--- src/rtl/taint_mult_pkg.sv ---
// ======================================================================
// Multiplier widths, bit index width and controller state encoding
// ======================================================================

package taint_mult_pkg;

	// ==================================================================
	// Widths
	// ==================================================================

	localparam int OPERAND_WIDTH = 8;

	// Product holds the full unsigned result
	localparam int PRODUCT_WIDTH = 2 * OPERAND_WIDTH;

	// Index into the multiplier bits
	localparam int INDEX_WIDTH = $clog2(OPERAND_WIDTH);

	// ==================================================================
	// Controller states
	// ==================================================================

	typedef enum logic [2:0] {
		IDLE  = 3'd0,
		INIT  = 3'd1,
		ADD   = 3'd2,
		SHIFT = 3'd3,
		DONE  = 3'd4
	} ctrl_state_t;

endpackage

--- src/rtl/apb_map_pkg.sv ---
// ======================================================================
// APB bus widths, register offsets and control/status bit positions
// ======================================================================

package apb_map_pkg;

	localparam int APB_ADDR_WIDTH = 8;
	localparam int APB_DATA_WIDTH = 32;

	// Register offsets
	localparam logic [APB_ADDR_WIDTH-1:0] REG_CTRL      = 8'h00;
	localparam logic [APB_ADDR_WIDTH-1:0] REG_STATUS    = 8'h04;
	localparam logic [APB_ADDR_WIDTH-1:0] REG_MCAND     = 8'h08;
	localparam logic [APB_ADDR_WIDTH-1:0] REG_MCAND_T   = 8'h0C;
	localparam logic [APB_ADDR_WIDTH-1:0] REG_MPLIER    = 8'h10;
	localparam logic [APB_ADDR_WIDTH-1:0] REG_MPLIER_T  = 8'h14;
	localparam logic [APB_ADDR_WIDTH-1:0] REG_PRODUCT   = 8'h18;
	localparam logic [APB_ADDR_WIDTH-1:0] REG_PRODUCT_T = 8'h1C;

	// Bit positions in CTRL and STATUS
	localparam int CTRL_START_BIT    = 0;
	localparam int CTRL_START_T_BIT  = 1;
	localparam int STATUS_BUSY_BIT   = 0;
	localparam int STATUS_DONE_BIT   = 1;
	localparam int STATUS_DONE_T_BIT = 2;

endpackage

--- src/rtl/bit_counter.sv ---
// ======================================================================
// Multiplier bit position counter with last-bit flag
// ======================================================================

`timescale 1ns/1ps

module bit_counter import taint_mult_pkg::*; (
	input  logic                   clk,
	input  logic                   rst,
	input  logic                   cnt_clear,
	input  logic                   cnt_step,
	output logic [INDEX_WIDTH-1:0] bit_index,
	output logic                   last_bit
);

	localparam logic [INDEX_WIDTH-1:0] LAST_INDEX = INDEX_WIDTH'(OPERAND_WIDTH - 1);

	logic [INDEX_WIDTH-1:0] count;

	// Wraps back to zero after the final shift
	always_ff @(posedge clk) begin
		if (rst) begin
			count <= '0;
		end else if (cnt_clear) begin
			count <= '0;
		end else if (cnt_step) begin
			count <= count + INDEX_WIDTH'(1);
		end
	end

	assign bit_index = count;
	assign last_bit  = (count == LAST_INDEX);

endmodule

--- src/rtl/mult_ctrl.sv ---
// ======================================================================
// Shift-and-add controller FSM with a single state-taint bit
// ======================================================================

`timescale 1ns/1ps

module mult_ctrl import taint_mult_pkg::*; (
	input  logic clk,
	input  logic rst,
	input  logic start,
	input  logic start_t,
	input  logic mr_bit,
	input  logic mr_bit_t,
	input  logic last_bit,
	output logic rs_clear,
	output logic rs_clear_t,
	output logic md_load,
	output logic md_load_t,
	output logic mr_load,
	output logic mr_load_t,
	output logic rs_add,
	output logic rs_add_t,
	output logic rs_shift,
	output logic rs_shift_t,
	output logic cnt_clear,
	output logic cnt_step,
	output logic product_done,
	output logic product_done_t
);

	ctrl_state_t state;
	ctrl_state_t state_next;
	logic        state_t;
	logic        state_t_next;

	// Strobes decoded from the state alone
	always_comb begin
		rs_clear     = 1'b0;
		md_load      = 1'b0;
		mr_load      = 1'b0;
		rs_add       = 1'b0;
		rs_shift     = 1'b0;
		cnt_clear    = 1'b0;
		cnt_step     = 1'b0;
		product_done = 1'b0;
		case (state)
			INIT: begin
				rs_clear  = 1'b1;
				md_load   = 1'b1;
				mr_load   = 1'b1;
				cnt_clear = 1'b1;
			end
			ADD:   rs_add = 1'b1;
			SHIFT: begin
				rs_shift = 1'b1;
				cnt_step = 1'b1;
			end
			DONE:  product_done = 1'b1;
			default: ;
		endcase
	end

	// A tainted state taints whatever strobe it drives
	assign rs_clear_t     = rs_clear & state_t;
	assign md_load_t      = md_load & state_t;
	assign mr_load_t      = mr_load & state_t;
	assign rs_add_t       = rs_add & state_t;
	assign rs_shift_t     = rs_shift & state_t;
	assign product_done_t = product_done & state_t;

	// Next state and taint
	always_comb begin
		state_next   = state;
		state_t_next = state_t;
		case (state)
			IDLE: begin
				state_t_next = 1'b0;
				if (start) begin
					state_next   = INIT;
					state_t_next = start_t;
				end
			end
			INIT: begin
				// Branch on bit 0 as it loads
				state_next   = mr_bit ? ADD : SHIFT;
				state_t_next = state_t | mr_bit_t;
			end
			ADD: state_next = SHIFT;
			SHIFT: begin
				if (last_bit) begin
					state_next = DONE;
				end else begin
					state_next   = mr_bit ? ADD : SHIFT;
					state_t_next = state_t | mr_bit_t;
				end
			end
			DONE: begin
				state_next   = IDLE;
				state_t_next = 1'b0;
			end
			default: begin
				state_next   = IDLE;
				state_t_next = 1'b0;
			end
		endcase
	end

	always_ff @(posedge clk) begin
		if (rst) begin
			state   <= IDLE;
			state_t <= 1'b0;
		end else begin
			state   <= state_next;
			state_t <= state_t_next;
		end
	end

endmodule

--- src/rtl/mult_datapath.sv ---
// ======================================================================
// Operand and result registers with taint shadows
// Tainted adder and right shift of the partial product
// ======================================================================

`timescale 1ns/1ps

module mult_datapath import taint_mult_pkg::*; (
	input  logic                     clk,
	input  logic                     rst,
	input  logic                     rs_clear,
	input  logic                     rs_clear_t,
	input  logic                     md_load,
	input  logic                     md_load_t,
	input  logic                     mr_load,
	input  logic                     mr_load_t,
	input  logic                     rs_add,
	input  logic                     rs_add_t,
	input  logic                     rs_shift,
	input  logic                     rs_shift_t,
	input  logic [INDEX_WIDTH-1:0]   bit_index,
	input  logic [OPERAND_WIDTH-1:0] mcand,
	input  logic [OPERAND_WIDTH-1:0] mcand_t,
	input  logic [OPERAND_WIDTH-1:0] mplier,
	input  logic [OPERAND_WIDTH-1:0] mplier_t,
	output logic                     mr_bit,
	output logic                     mr_bit_t,
	output logic [PRODUCT_WIDTH-1:0] product,
	output logic [PRODUCT_WIDTH-1:0] product_t
);

	logic [OPERAND_WIDTH-1:0] md;
	logic [OPERAND_WIDTH-1:0] md_t;
	logic [OPERAND_WIDTH-1:0] mr;
	logic [OPERAND_WIDTH-1:0] mr_t;
	// One extra bit on top catches the adder carry
	logic [PRODUCT_WIDTH:0]   rs;
	logic [PRODUCT_WIDTH:0]   rs_t;
	logic [OPERAND_WIDTH:0]   add_sum;
	logic [OPERAND_WIDTH:0]   add_sum_t;
	logic [INDEX_WIDTH-1:0]   next_index;

	// Every sum bit from the lowest tainted addend bit upward
	function automatic logic [OPERAND_WIDTH:0] carry_taint(
		input logic [OPERAND_WIDTH-1:0] t
	);
		logic [OPERAND_WIDTH:0] spread;
		logic                   seen;
		seen = 1'b0;
		for (int i = 0; i < OPERAND_WIDTH; i++) begin
			seen      = seen | t[i];
			spread[i] = seen;
		end
		spread[OPERAND_WIDTH] = seen;
		return spread;
	endfunction

	assign add_sum   = {1'b0, rs[PRODUCT_WIDTH-1:OPERAND_WIDTH]} + {1'b0, md};
	assign add_sum_t = carry_taint(rs_t[PRODUCT_WIDTH-1:OPERAND_WIDTH] | md_t);

	// Controller decides one bit ahead, bit 0 comes straight from the load
	assign next_index = bit_index + INDEX_WIDTH'(1);

	always_comb begin
		if (mr_load) begin
			mr_bit   = mplier[0];
			mr_bit_t = mplier_t[0] | mr_load_t;
		end else begin
			mr_bit   = mr[next_index];
			mr_bit_t = mr_t[next_index];
		end
	end

	always_ff @(posedge clk) begin
		if (md_load) md <= mcand;
		if (mr_load) mr <= mplier;
		if (rs_clear) begin
			rs <= '0;
		end else if (rs_add) begin
			rs[PRODUCT_WIDTH:OPERAND_WIDTH] <= add_sum;
		end else if (rs_shift) begin
			rs <= {1'b0, rs[PRODUCT_WIDTH:1]};
		end
	end

	// ==================================================================
	// Taint shadows
	// ==================================================================

	always_ff @(posedge clk) begin
		if (rst) begin
			md_t <= '0;
			mr_t <= '0;
			rs_t <= '0;
		end else begin
			if (md_load) md_t <= md_load_t ? '1 : mcand_t;
			if (mr_load) mr_t <= mr_load_t ? '1 : mplier_t;
			if (rs_clear) begin
				rs_t <= rs_clear_t ? '1 : '0;
			end else if (rs_add) begin
				if (rs_add_t) rs_t <= '1;
				else rs_t[PRODUCT_WIDTH:OPERAND_WIDTH] <= add_sum_t;
			end else if (rs_shift) begin
				rs_t <= rs_shift_t ? '1 : {1'b0, rs_t[PRODUCT_WIDTH:1]};
			end
		end
	end

	assign product   = rs[PRODUCT_WIDTH-1:0];
	assign product_t = rs_t[PRODUCT_WIDTH-1:0];

endmodule

--- src/rtl/apb_mult_regs.sv ---
// ======================================================================
// APB slave register file for operands, taint masks and start
// Busy/done status and product readback
// ======================================================================

`timescale 1ns/1ps

module apb_mult_regs import taint_mult_pkg::*, apb_map_pkg::*; (
	input  logic                      clk,
	input  logic                      rst,
	input  logic                      psel,
	input  logic                      penable,
	input  logic                      pwrite,
	input  logic [APB_ADDR_WIDTH-1:0] paddr,
	input  logic [APB_DATA_WIDTH-1:0] pwdata,
	output logic [APB_DATA_WIDTH-1:0] prdata,
	output logic                      pready,
	output logic                      pslverr,
	input  logic                      product_done,
	input  logic                      product_done_t,
	input  logic [PRODUCT_WIDTH-1:0]  product,
	input  logic [PRODUCT_WIDTH-1:0]  product_t,
	output logic                      start,
	output logic                      start_t,
	output logic [OPERAND_WIDTH-1:0]  mcand,
	output logic [OPERAND_WIDTH-1:0]  mcand_t,
	output logic [OPERAND_WIDTH-1:0]  mplier,
	output logic [OPERAND_WIDTH-1:0]  mplier_t
);

	logic access;
	logic mapped;
	logic read_only;
	logic operand_reg;
	logic write_ok;
	logic busy;
	logic done;
	logic done_t;

	assign access = psel & penable;

	// ==================================================================
	// Address decode
	// ==================================================================

	always_comb begin
		mapped      = 1'b1;
		read_only   = 1'b0;
		operand_reg = 1'b0;
		case (paddr)
			REG_CTRL:                                  mapped = 1'b1;
			REG_STATUS, REG_PRODUCT, REG_PRODUCT_T:    read_only = 1'b1;
			REG_MCAND, REG_MCAND_T, REG_MPLIER, REG_MPLIER_T: operand_reg = 1'b1;
			default:                                   mapped = 1'b0;
		endcase
	end

	// Operands stay frozen while a multiply runs
	assign pslverr  = access & (~mapped | (pwrite & read_only) | (pwrite & operand_reg & busy));
	assign write_ok = access & pwrite & ~pslverr;
	assign pready   = 1'b1;

	// One-cycle start pulse, dropped silently when busy
	assign start   = write_ok & (paddr == REG_CTRL) & pwdata[CTRL_START_BIT] & ~busy;
	assign start_t = start & pwdata[CTRL_START_T_BIT];

	always_ff @(posedge clk) begin
		if (write_ok) begin
			if (paddr == REG_MCAND)  mcand  <= pwdata[OPERAND_WIDTH-1:0];
			if (paddr == REG_MPLIER) mplier <= pwdata[OPERAND_WIDTH-1:0];
		end
	end

	always_ff @(posedge clk) begin
		if (rst) begin
			mcand_t  <= '0;
			mplier_t <= '0;
		end else if (write_ok) begin
			if (paddr == REG_MCAND_T)  mcand_t  <= pwdata[OPERAND_WIDTH-1:0];
			if (paddr == REG_MPLIER_T) mplier_t <= pwdata[OPERAND_WIDTH-1:0];
		end
	end

	// ==================================================================
	// Status
	// ==================================================================

	always_ff @(posedge clk) begin
		if (rst) begin
			busy   <= 1'b0;
			done   <= 1'b0;
			done_t <= 1'b0;
		end else if (start) begin
			busy   <= 1'b1;
			done   <= 1'b0;
			done_t <= 1'b0;
		end else if (product_done) begin
			busy   <= 1'b0;
			done   <= 1'b1;
			done_t <= product_done_t;
		end
	end

	// Read mux, CTRL reads back as zero
	always_comb begin
		prdata = '0;
		if (access && !pwrite) begin
			case (paddr)
				REG_STATUS: begin
					prdata[STATUS_BUSY_BIT]   = busy;
					prdata[STATUS_DONE_BIT]   = done;
					prdata[STATUS_DONE_T_BIT] = done_t;
				end
				REG_MCAND:     prdata = APB_DATA_WIDTH'(mcand);
				REG_MCAND_T:   prdata = APB_DATA_WIDTH'(mcand_t);
				REG_MPLIER:    prdata = APB_DATA_WIDTH'(mplier);
				REG_MPLIER_T:  prdata = APB_DATA_WIDTH'(mplier_t);
				REG_PRODUCT:   prdata = APB_DATA_WIDTH'(product);
				REG_PRODUCT_T: prdata = APB_DATA_WIDTH'(product_t);
				default:       prdata = '0;
			endcase
		end
	end

endmodule

--- src/rtl/taint_mult_top.sv ---
// ======================================================================
// Top level of the taint-tracking multiplier behind an APB slave
// ======================================================================

`timescale 1ns/1ps

module taint_mult_top import taint_mult_pkg::*, apb_map_pkg::*; (
	input  logic                      clk,
	input  logic                      rst,
	input  logic                      psel,
	input  logic                      penable,
	input  logic                      pwrite,
	input  logic [APB_ADDR_WIDTH-1:0] paddr,
	input  logic [APB_DATA_WIDTH-1:0] pwdata,
	output logic [APB_DATA_WIDTH-1:0] prdata,
	output logic                      pready,
	output logic                      pslverr
);

	// Register file handshake
	logic                     start;
	logic                     start_t;
	logic                     product_done;
	logic                     product_done_t;
	logic [OPERAND_WIDTH-1:0] mcand;
	logic [OPERAND_WIDTH-1:0] mcand_t;
	logic [OPERAND_WIDTH-1:0] mplier;
	logic [OPERAND_WIDTH-1:0] mplier_t;
	logic [PRODUCT_WIDTH-1:0] product;
	logic [PRODUCT_WIDTH-1:0] product_t;

	// Controller strobes and their taints
	logic rs_clear;
	logic rs_clear_t;
	logic md_load;
	logic md_load_t;
	logic mr_load;
	logic mr_load_t;
	logic rs_add;
	logic rs_add_t;
	logic rs_shift;
	logic rs_shift_t;
	logic cnt_clear;
	logic cnt_step;

	// Bit selection
	logic [INDEX_WIDTH-1:0] bit_index;
	logic                   last_bit;
	logic                   mr_bit;
	logic                   mr_bit_t;

	apb_mult_regs u_regs (
		.clk(clk), .rst(rst),
		.psel(psel), .penable(penable), .pwrite(pwrite),
		.paddr(paddr), .pwdata(pwdata),
		.prdata(prdata), .pready(pready), .pslverr(pslverr),
		.product_done(product_done), .product_done_t(product_done_t),
		.product(product), .product_t(product_t),
		.start(start), .start_t(start_t),
		.mcand(mcand), .mcand_t(mcand_t),
		.mplier(mplier), .mplier_t(mplier_t)
	);

	mult_ctrl u_ctrl (
		.clk(clk), .rst(rst),
		.start(start), .start_t(start_t),
		.mr_bit(mr_bit), .mr_bit_t(mr_bit_t), .last_bit(last_bit),
		.rs_clear(rs_clear), .rs_clear_t(rs_clear_t),
		.md_load(md_load), .md_load_t(md_load_t),
		.mr_load(mr_load), .mr_load_t(mr_load_t),
		.rs_add(rs_add), .rs_add_t(rs_add_t),
		.rs_shift(rs_shift), .rs_shift_t(rs_shift_t),
		.cnt_clear(cnt_clear), .cnt_step(cnt_step),
		.product_done(product_done), .product_done_t(product_done_t)
	);

	bit_counter u_counter (
		.clk(clk), .rst(rst),
		.cnt_clear(cnt_clear), .cnt_step(cnt_step),
		.bit_index(bit_index), .last_bit(last_bit)
	);

	mult_datapath u_datapath (
		.clk(clk), .rst(rst),
		.rs_clear(rs_clear), .rs_clear_t(rs_clear_t),
		.md_load(md_load), .md_load_t(md_load_t),
		.mr_load(mr_load), .mr_load_t(mr_load_t),
		.rs_add(rs_add), .rs_add_t(rs_add_t),
		.rs_shift(rs_shift), .rs_shift_t(rs_shift_t),
		.bit_index(bit_index),
		.mcand(mcand), .mcand_t(mcand_t),
		.mplier(mplier), .mplier_t(mplier_t),
		.mr_bit(mr_bit), .mr_bit_t(mr_bit_t),
		.product(product), .product_t(product_t)
	);

endmodule

--- config.mk ---
export PLATFORM = sky130hd
export DESIGN_NAME = taint_mult_top
export DESIGN_NICKNAME = d
export VERILOG_FILES = /design/src/rtl/taint_mult_pkg.sv /design/src/rtl/apb_map_pkg.sv /design/src/rtl/bit_counter.sv /design/src/rtl/mult_ctrl.sv /design/src/rtl/mult_datapath.sv /design/src/rtl/apb_mult_regs.sv /design/src/rtl/taint_mult_top.sv
export SDC_FILE = /design/constraint.sdc
export NUM_CORES = 1
export LEC_CHECK = 0
export ABC_AREA = 1
export BUFFER_PORTS_ARGS = -buffer_cell sky130_fd_sc_hd__buf_2
export CORE_ASPECT_RATIO = 2
export CORE_MARGIN = 1
export CORE_UTILIZATION = 30
export CTS_CLUSTER_DIAMETER = 200
export DETAILED_ROUTE_END_ITERATION = 6
export PLACE_DENSITY = 0.46
export SKIP_LAST_GASP = 1
export SLEW_MARGIN = 5
export SYNTH_ARGS = -nofsm -noshare
export SYNTH_HDL_FRONTEND = slang
export SYNTH_SLANG_ARGS = --single-unit
--- constraint.sdc ---
create_clock -name clk -period 1.99 [get_ports clk]
set_clock_uncertainty 0.05 [all_clocks]
set_input_delay 0.398 -clock clk [delete_from_list [all_inputs] [get_ports clk]]
set_output_delay 0.398 -clock clk [all_outputs]
set_load 0.01 [all_outputs]
### After elaboration in Yosys (flattened, before gate mapping)

Cells that the tools add are included.

* $add $sub $neg: 2
* bitwise gates (word level): 32
* order comparisons: 1
* equal/unequal tests: 15
* mux-type cells: 36
* reductions and logical operators: 19

Operators with widths (count)
* $mux 17: 6
* $pmux 13 s6: 1
* $eq 8x5->1 const B: 4
* $mux 32: 1
* $mux 8: 3
* $pmux 3 s7: 1
* $mux 9: 2
* $eq 8x4->1 const B: 2
* $mux 1: 16
* $and 1x1->1: 15
* $reduce_and 2->1: 7
* $pmux 3 s4: 1
* $or 1x1->1: 11
* $add 8x8->9: 1
* $eq 8x3->1 const B: 1
* $logic_not 8->1: 1
* $or 8x8->8: 1
* $reduce_or 8->1: 1
* $bmux 1 s3: 2
* $eq 3x2->1 const B: 2
* $eq 3x3->1 const B: 2
* $mux 3: 2
* $not 1->1: 5
* $lt 3x4->1 const B: 1
* 13 further kinds: 16

* output and inout bits: 34
* flip-flop bits (word level): 108
* input port bits: 45

### Logic depth before layout (Yosys ltp)

Gate-level depths: netlist (run 1).

* word-level depth: 15
* gate-level depth with buffers: 14
* gate-level depth less buffers: 13

### Modules after synthesis

From an unflattened synthesis (run 1), not the netlist that was laid out.

* cells, all modules: 800
* area total of the unflattened synthesis: 6100.9 µm²

Modules (own cells, without submodules)
* mult_datapath: times used 1, area each 3359.5 µm², seq. area each 1481.4 µm², cells each 412
* apb_mult_regs: times used 1, area each 2258.4 µm², seq. area each 860.8 µm², cells each 312
* mult_ctrl: times used 1, area each 327.8 µm², seq. area each 80.1 µm², cells each 53
* bit_counter: times used 1, area each 155.1 µm², seq. area each 60.1 µm², cells each 23

### Worst setup path before layout (run 1)

Ideal clock, no wire load.

* path kind: register to register
* start point: register u_ctrl.state[0]
* end point: register u_datapath.md[0], enable pin
* clock period less this slack: 2.063 ns
* data arrival time: 1.627 ns
* stages on the path, launching flop included: 6
* setup time: 0.387 ns
* path buffers: 3
* data required time: 1.553 ns
* path slack: -0.073 ns
* cell sequence: dfxtp_1 > buf_2 > nand3_1 > inv_1 > clkbuf_1 > clkbuf_1

* cells in the longest elaborated chain, start to end: 2

RTL lines
* start: declaration: RTL line mult_ctrl.sv:31 `ctrl_state_t state;`
* start signal: assignment: RTL line mult_ctrl.sv:113 `state <= state_next;`
* $eq 3x1->1: RTL line mult_ctrl.sv:46 `case (state)`
* $mux 1: RTL line mult_ctrl.sv:46
* end signal: assignment: RTL line mult_datapath.sv:75 `if (md_load) md <= mcand;`
* end: declaration: RTL line mult_datapath.sv:32 `logic [OPERAND_WIDTH-1:0] md;`

No other way between the ends.
A chain may end at the register's enable or synchronous reset.

### Worst setup path after layout (run 1)

* start point: input port paddr[0]
* end point: output port prdata[6]

* cells in the longest elaborated chain, start to end: 3
* elaborated cells between the ends (all ways): 8

RTL lines
* start: declaration: RTL line taint_mult_top.sv:13 `input logic [APB_ADDR_WIDTH-1:0] paddr,`
* $eq 8x5->1 / $eq 8x4->1 (equally long branches): RTL line apb_mult_regs.sv:108 `case (paddr)`
* $pmux 13 s6 (*): RTL line apb_mult_regs.sv:108
* $mux 32 (*): RTL line apb_mult_regs.sv:107 `if (access && !pwrite) begin`
* end: declaration: RTL line taint_mult_top.sv:15 `output logic [APB_DATA_WIDTH-1:0] prdata,`

Mark *: on every way between the ends. The rest lies on a longest branch, timed or not.

==> impl_metrics.csv, run 1 <==
group,metric,value,unit
layout,antenna_cells,0,
grt,antenna_found_initial,0,
critical_path,cp_cell_sequence,"buf_2 > inv_2 > nand2_4 > nor2_4 > buf_12 > nand2_8 > o22ai_4 > buf_6 > a211oi_2 > a21oi_1 > buf_2",
timing,finalWorstSetupSlack,-0.118,ns
layout,nNetsFinal,860,
drt,drt_iter0_drc,248,
yosys,ys_warn_count,0,
floorplan,die_w,97.6,µm
drt,wl_per_cell,17.3,µm
drt,antenna_left,0,
critical_path,required,1.54,ns
cts,cts_hold_buffers,0,
power,p_leak,3.04,nW
timing,hold_viol_final,0,
hold_path,hold_class,"input pin to register",
drt,avgViaCountPerCell,4.92,
yosys,synth_cell_type_count,39,
timing,finalCritPeriodShare,106,%
floorplan,rows,69,
cts,ctsHtreeMaxLevel,3,
critical_path,slowest_stage,"o22ai_4",
timing,period_needed,2.11,ns
cts,clkTransAtPathRegs,0.08,ns
grt,grt_pass1_vias,5117,
yosys,synth.area.top_cells,"dfxtp_1 (28%), edfxtp_1 (18%), nand2_1 (9.2%), nor2_1 (6.2%), o21ai_0 (5.8%)",
cts,numCtsBuffers,9,
floorplan,start_util,30.8,%
power,powerDensity,871,nW/µm²
floorplan,die_area,18800,µm²
grt,grt_max_degree,30,
critical_path,setup.worst_path.end_class,"output port",
placed_design,numPortBuffers,37,
layout,drive_gt1_share,27.8,%
floorplan,boundaryPins,79,
job,drv_cap,0,
layout,syn2layout_area_growth,30.5,%
floorplan,die_y,193,µm
drt,routed_wl,17.7,mm
cts,insertion_delay,0.35,ns
power,vdd_drop_max,0.414,mV
grt,grt_pass1_wl,27.3,mm
drt,drc,0,
placed_design,place_congestion,0.908,
critical_path,crit_type,"input pin to output port",
drt,firstDrtPassIters,4,
cts,cts_root_buf,"clkbuf_16",
yosys,syn_avg_cell_area,7.74,µm²
yosys,synth_area,5480,µm²
grt,overflow,0,
timing,fmax,474,MHz
cts,clock_sinks,108,
timing,final.setup.tns,-1.12,ns
yosys,synth_top_cell_by_area,"dfxtp_1",
placed_design,dp_hpwl,14.0,mm
timing,rsz0062_at_grt,"yes",
yosys,yosysTopAreaCellShare,27.8,%
cts,tritoncts,"yes",
status,status,"complete, but fails checks",
drt,vias,5028,
critical_path,slowest_delay,0.17,ns
grt,grt_usage,19.3,%
yosys,ys_seq_area_share,45.3,%
critical_path,cp_max_fo,7,
floorplan,core_region_area,17800,µm²
cts,cts_buffer_depth,2,
yosys,synth.ff_latch_count,108,
timing,setup_viol,16,
critical_path,path_common_cell,"buf_2",
critical_path,cp-start-kind,"input pin",
yosys,synthCells,708,
layout,final_core_util,40.2,%
critical_path,crit_arrival,1.66,ns
status,violations,"setup timing",
timing,slew_violations,0,
[registers in the layout, summed over array words and instances (netlist names)]
name / count
u_counter.bit_index: 3
u_ctrl.state: 3
u_ctrl.state_t: 1
u_datapath.md: 8
u_datapath.md_t: 8
u_datapath.mr: 8
u_datapath.mr_t: 8
u_datapath.rs: 17
u_datapath.rs_t: 17
u_regs.busy: 1
u_regs.done: 1
u_regs.done_t: 1
u_regs.mcand: 8
u_regs.mcand_t: 8
u_regs.mplier: 8
u_regs.mplier_t: 8
[timing repair]
action                                 4_1_cts  5_1_grt
buffers inserted                             8        5
endpoints found under the hold margin        0        0
setup endpoints to repair                   17       19
pin swaps                                   27       29
resized for setup                           96       28
cloned                                       0        0
[per-stage QoR]
step | setup slack, ns | instance area, µm² | power (W) | hold WS (ns) | instances
global route | -0.174 | 7150 | 0.00658 | 0.237 | 1022
CTS | -0.104 | 7020 | 0.00624 | 0.220 | 1017
global placement | -0.282 | 6270 | 0.00425 | 0.385 | 993
floorplan | -0.0302 | 5540 | 0.00374 | 0.377 | 723
detailed placement | -0.279 | 6270 | 0.00428 | 0.391 | 993
finish | -0.118 | 7150 | 0.00623 | 0.230 | 1022
[routing by layer]
metal  track usage, %  wire (µm)  share of wire [%]
met5                0          0                  0
met4             14.6       1200                6.7
met3             2.45        490                2.8
met2             38.2      10100                 57
met1             17.5       5900                 33
[synth_stat cells]
| cell | n |
|---|---|
| o211ai_1 | 5 |
| dfxtp_1 | 76 |
| a211oi_1 | 7 |
| ha_1 | 10 |
| o22ai_1 | 6 |
| edfxtp_1 | 32 |
| nand4_1 | 3 |
| o21ai_0 | 63 |
| nor3_1 | 6 |
| conb_1 | 2 |
| nor4_1 | 1 |
| o221ai_1 | 2 |
| fa_1 | 1 |
| nand3_4 | 2 |
| inv_1 | 77 |
| buf_2 | 1 |
| a21oi_1 | 42 |
| a21boi_0 | 1 |
| xnor2_1 | 1 |
| inv_2 | 2 |
| nor2_4 | 5 |
| or2_2 | 2 |
| a31oi_1 | 22 |
| nor2_2 | 5 |
| nand3_2 | 2 |
| nand2_1 | 134 |
| nand3_1 | 35 |
| buf_4 | 18 |
| nor2_1 | 91 |
| nand2_4 | 2 |
| clkinv_1 | 2 |
| a41oi_1 | 1 |
| buf_1 | 1 |
| a221oi_1 | 12 |
| nand2_2 | 12 |
| clkbuf_1 | 17 |
| xor2_1 | 1 |
| o21bai_1 | 2 |
| buf_6 | 4 |
[critical path: cells and delay by family]
family                 cells  cell delay (ns)
AO/OA/AOI/OAI              3             0.37
buffers and inverters      5             0.60
AND/OR/NAND/NOR            3             0.29
[cells by family (layout without fill, tap and decap cells)]
kind of cell,after synthesis,count (layout),share of synthesized area (%)
other,2,17,0.137
adders and majority gates,11,11,2.65
DFF,108,108,45.3
xor gates and xnor gates,2,2,0.320
and+or+nand+nor,300,300,24.2
AOI/OAI and AO/OA,163,163,17.2
buffers and inverters,122,208,10.2
[cells in the final DEF, fill, tap and decap left out, types with 5 or more instances in the layout]
cell | synthesis | routed
inv_1 | 77 | 66
ha_1 | 10 | 8
a31oi_1 | 22 | 21
a221oi_1 | 12 | 10
buf_4 | 18 | 58
nand2_4 | 2 | 11
nor3_1 | 6 | 6
a21oi_2 | 0 | 11
nand2_2 | 12 | 17
a21oi_1 | 42 | 31
nor2_2 | 5 | 5
nand3_1 | 35 | 33
inv_2 | 2 | 9
buf_6 | 4 | 14
nor2_4 | 5 | 11
conb_1 | 2 | 17
edfxtp_1 | 32 | 32
o21ai_0 | 63 | 55
buf_2 | 1 | 30
buf_12 | 0 | 7
clkbuf_16 | 0 | 9
nand2_1 | 134 | 119
nor2_1 | 91 | 85
o211ai_1 | 5 | 5
dfxtp_1 | 76 | 75
[area by class of cell]
type / count / area [µm²]
clock buffer: 10 / 239
clock inverter: 6 / 80.1
fill: 1813 / 10600
inverter: 81 / 317
multi-input combinational: 493 / 2850
sequential: 108 / 2480
tap: 213 / 267
timing repair buffer: 111 / 913
[worst paths after layout]
path                                                  from                             end  slack (ns)  cells past startpoint
worst max register to register  u_datapath.md[0]$_DFFE_PP_  u_datapath.rs[14]$_SDFFE_PP0P_        0.13                     13
worst min register to register  u_regs.mplier[6]$_DFFE_PP_      u_datapath.mr[6]$_DFFE_PP_        0.42                      0
worst max-delay path                              paddr[0]                       prdata[6]       -0.12                     11
worst min-delay path                             pwdata[2]       u_regs.mcand[2]$_DFFE_PP_        0.23                      1
[where the power goes]
part	switching [W]	total [W]	internal, W
sequential	0.000261	0.00279	0.00253
clock	0.000884	0.00192	0.00103
combinational	0.000915	0.00152	0.000603
total	0.00206	0.00623	0.00417
(Power assumes the default switching activity.)
==> inputs of run 2 (changes only) <==
--- a/config.mk
+++ b/config.mk
@@ -13,6 +13,7 @@
 export CTS_CLUSTER_DIAMETER = 200
 export DETAILED_ROUTE_END_ITERATION = 6
 export PLACE_DENSITY = 0.46
+export SKIP_CTS_REPAIR_TIMING = 1
 export SKIP_LAST_GASP = 1
 export SLEW_MARGIN = 5
 export SYNTH_ARGS = -nofsm -noshare
==> impl_metrics.csv, run 2 (synthesis results as in run 1) <==
group,metric,value,unit
drt,wl_per_cell,17.3,µm
timing,period_needed,2.12,ns
power,vdd_drop_max,0.425,mV
grt,overflow,0,
timing,finalCritPeriodShare,106,%
job,drv_cap,0,
cts,cts_root_buf,"clkbuf_16",
floorplan,die_area,18800,µm²
grt,grt_pass1_wl,26.8,mm
cts,tritoncts,"yes",
placed_design,dpl.cell_count,993,
layout,final_cell_mix,"nand2_1 (126), nor2_1 (87), dfxtp_1 (75), inv_1 (69), o21ai_0 (56)",
timing,setup_viol,17,
grt,grt_pass1_vias,5000,
timing,fmax,472,MHz
drt,drc,0,
floorplan,rows,69,
layout,nNetsFinal,850,
timing,finalWorstSetupSlack,-0.127,ns
status,status,"complete, but fails checks",
placed_design,place_congestion,0.908,
drt,vias,5006,
cts,numCtsBuffers,9,
layout,stdcell_count,1012,
critical_path,crit_type,"input pin to output port",
layout,largest_registers,"u_datapath.rs: 17 flops, u_datapath.rs_t: 17 flops",
floorplan,die_w,97.6,µm
status,violations,"setup timing",
drt,avgViaCountPerCell,4.95,
layout,final_common_cell,"nand2_1",
floorplan,boundaryPins,79,
drt,routed_wl,17.5,mm
cts,clock_sinks,108,
hold_path,hold_class,"input pin to register",
critical_path,cp_max_fo,5,
floorplan,core_region_area,17800,µm²
critical_path,setup.worst_path.end_class,"output port",
critical_path,cp-start-kind,"input pin",
cts,cts_buffer_depth,2,
timing,slew_violations,0,
drt,firstDrtPassIters,5,
critical_path,crit_arrival,1.67,ns
critical_path,required,1.54,ns
grt,antenna_found_initial,0,
floorplan,die_y,193,µm
grt,grt_usage,19.0,%
cts,clkTransAtPathRegs,0.08,ns
timing,rsz0062_at_grt,"yes",
layout,drive_gt1_share,24.5,%
layout,syn2layout_area_growth,25.7,%
layout,antenna_cells,0,
cts,insertion_delay,0.36,ns
power,p_leak,2.91,nW
placed_design,dp_hpwl,14.0,mm
drt,antenna_left,0,
power,powerDensity,901,nW/µm²
drt,drt_iter0_drc,256,
cts,ctsHtreeMaxLevel,3,
layout,final_core_util,38.7,%
timing,hold_viol_final,0,
floorplan,start_util,30.8,%
placed_design,numPortBuffers,37,
grt,grt_max_degree,30,
-- run 2: cell type report --
cell class                      count  area (µm²)
Fill cell                        1839       10900
Multi-Input combinational cell    493        2700
Sequential cell                   108        2480
Timing Repair Buffer              101         812
Inverter                           81         309
Tap cell                          213         267
Clock buffer                       10         239
Clock inverter                      6        80.1
-- run 2: power by group --
part           leakage (nW)  internal (W)  switching, W
clock network         0.152       0.00103      0.000893
registers             0.905       0.00253      0.000261
logic                  1.85      0.000589      0.000899
total                  2.91       0.00416       0.00205
-- run 2: final timing paths --
| check | startpoint | to | slack (ns) | cells past startpoint |
|---|---|---|---|---|
| max | paddr[4] | prdata[6] | -0.13 | 11 |
| min | pwdata[2] | u_regs.mcand[2]$_DFFE_PP_ | 0.22 | 1 |
| max reg2reg | u_datapath.md[0]$_DFFE_PP_ | u_datapath.rs[14]$_SDFFE_PP0P_ | 0.14 | 13 |
| min reg2reg | u_regs.mplier[1]$_DFFE_PP_ | u_datapath.mr[1]$_DFFE_PP_ | 0.41 | 0 |
-- run 2: critical path, stage by stage --
cell,delay (ns)
buf_2,0.11
inv_1,0.07
nand2_1,0.09
nor2_4,0.19
nand2_4,0.09
buf_6,0.14
o22ai_4,0.09
buf_6,0.13
a211oi_2,0.04
a21oi_1,0.16
buf_2,0.15
-- run 2: stage by stage --
stage	hold slack [ns]	power (W)	instance area, µm²	setup TNS, ns	worst slack (ns)
CTS	0.220	0.00620	6590	-4.03	-0.284
floorplan	0.377	0.00374	5540	-0.483	-0.0302
detailed placement	0.391	0.00428	6270	-9.05	-0.279
finish	0.223	0.00621	6890	-1.45	-0.127
global placement	0.385	0.00425	6270	-8.91	-0.282
global route	0.234	0.00656	6890	-3.08	-0.206
-- run 2: metal layers --
layer  GRT usage [%]  wire length [µm]
met4            13.8              1150
met2            37.5              9910
met1            17.6              6040
met5               0                 0
met3            2.49               425
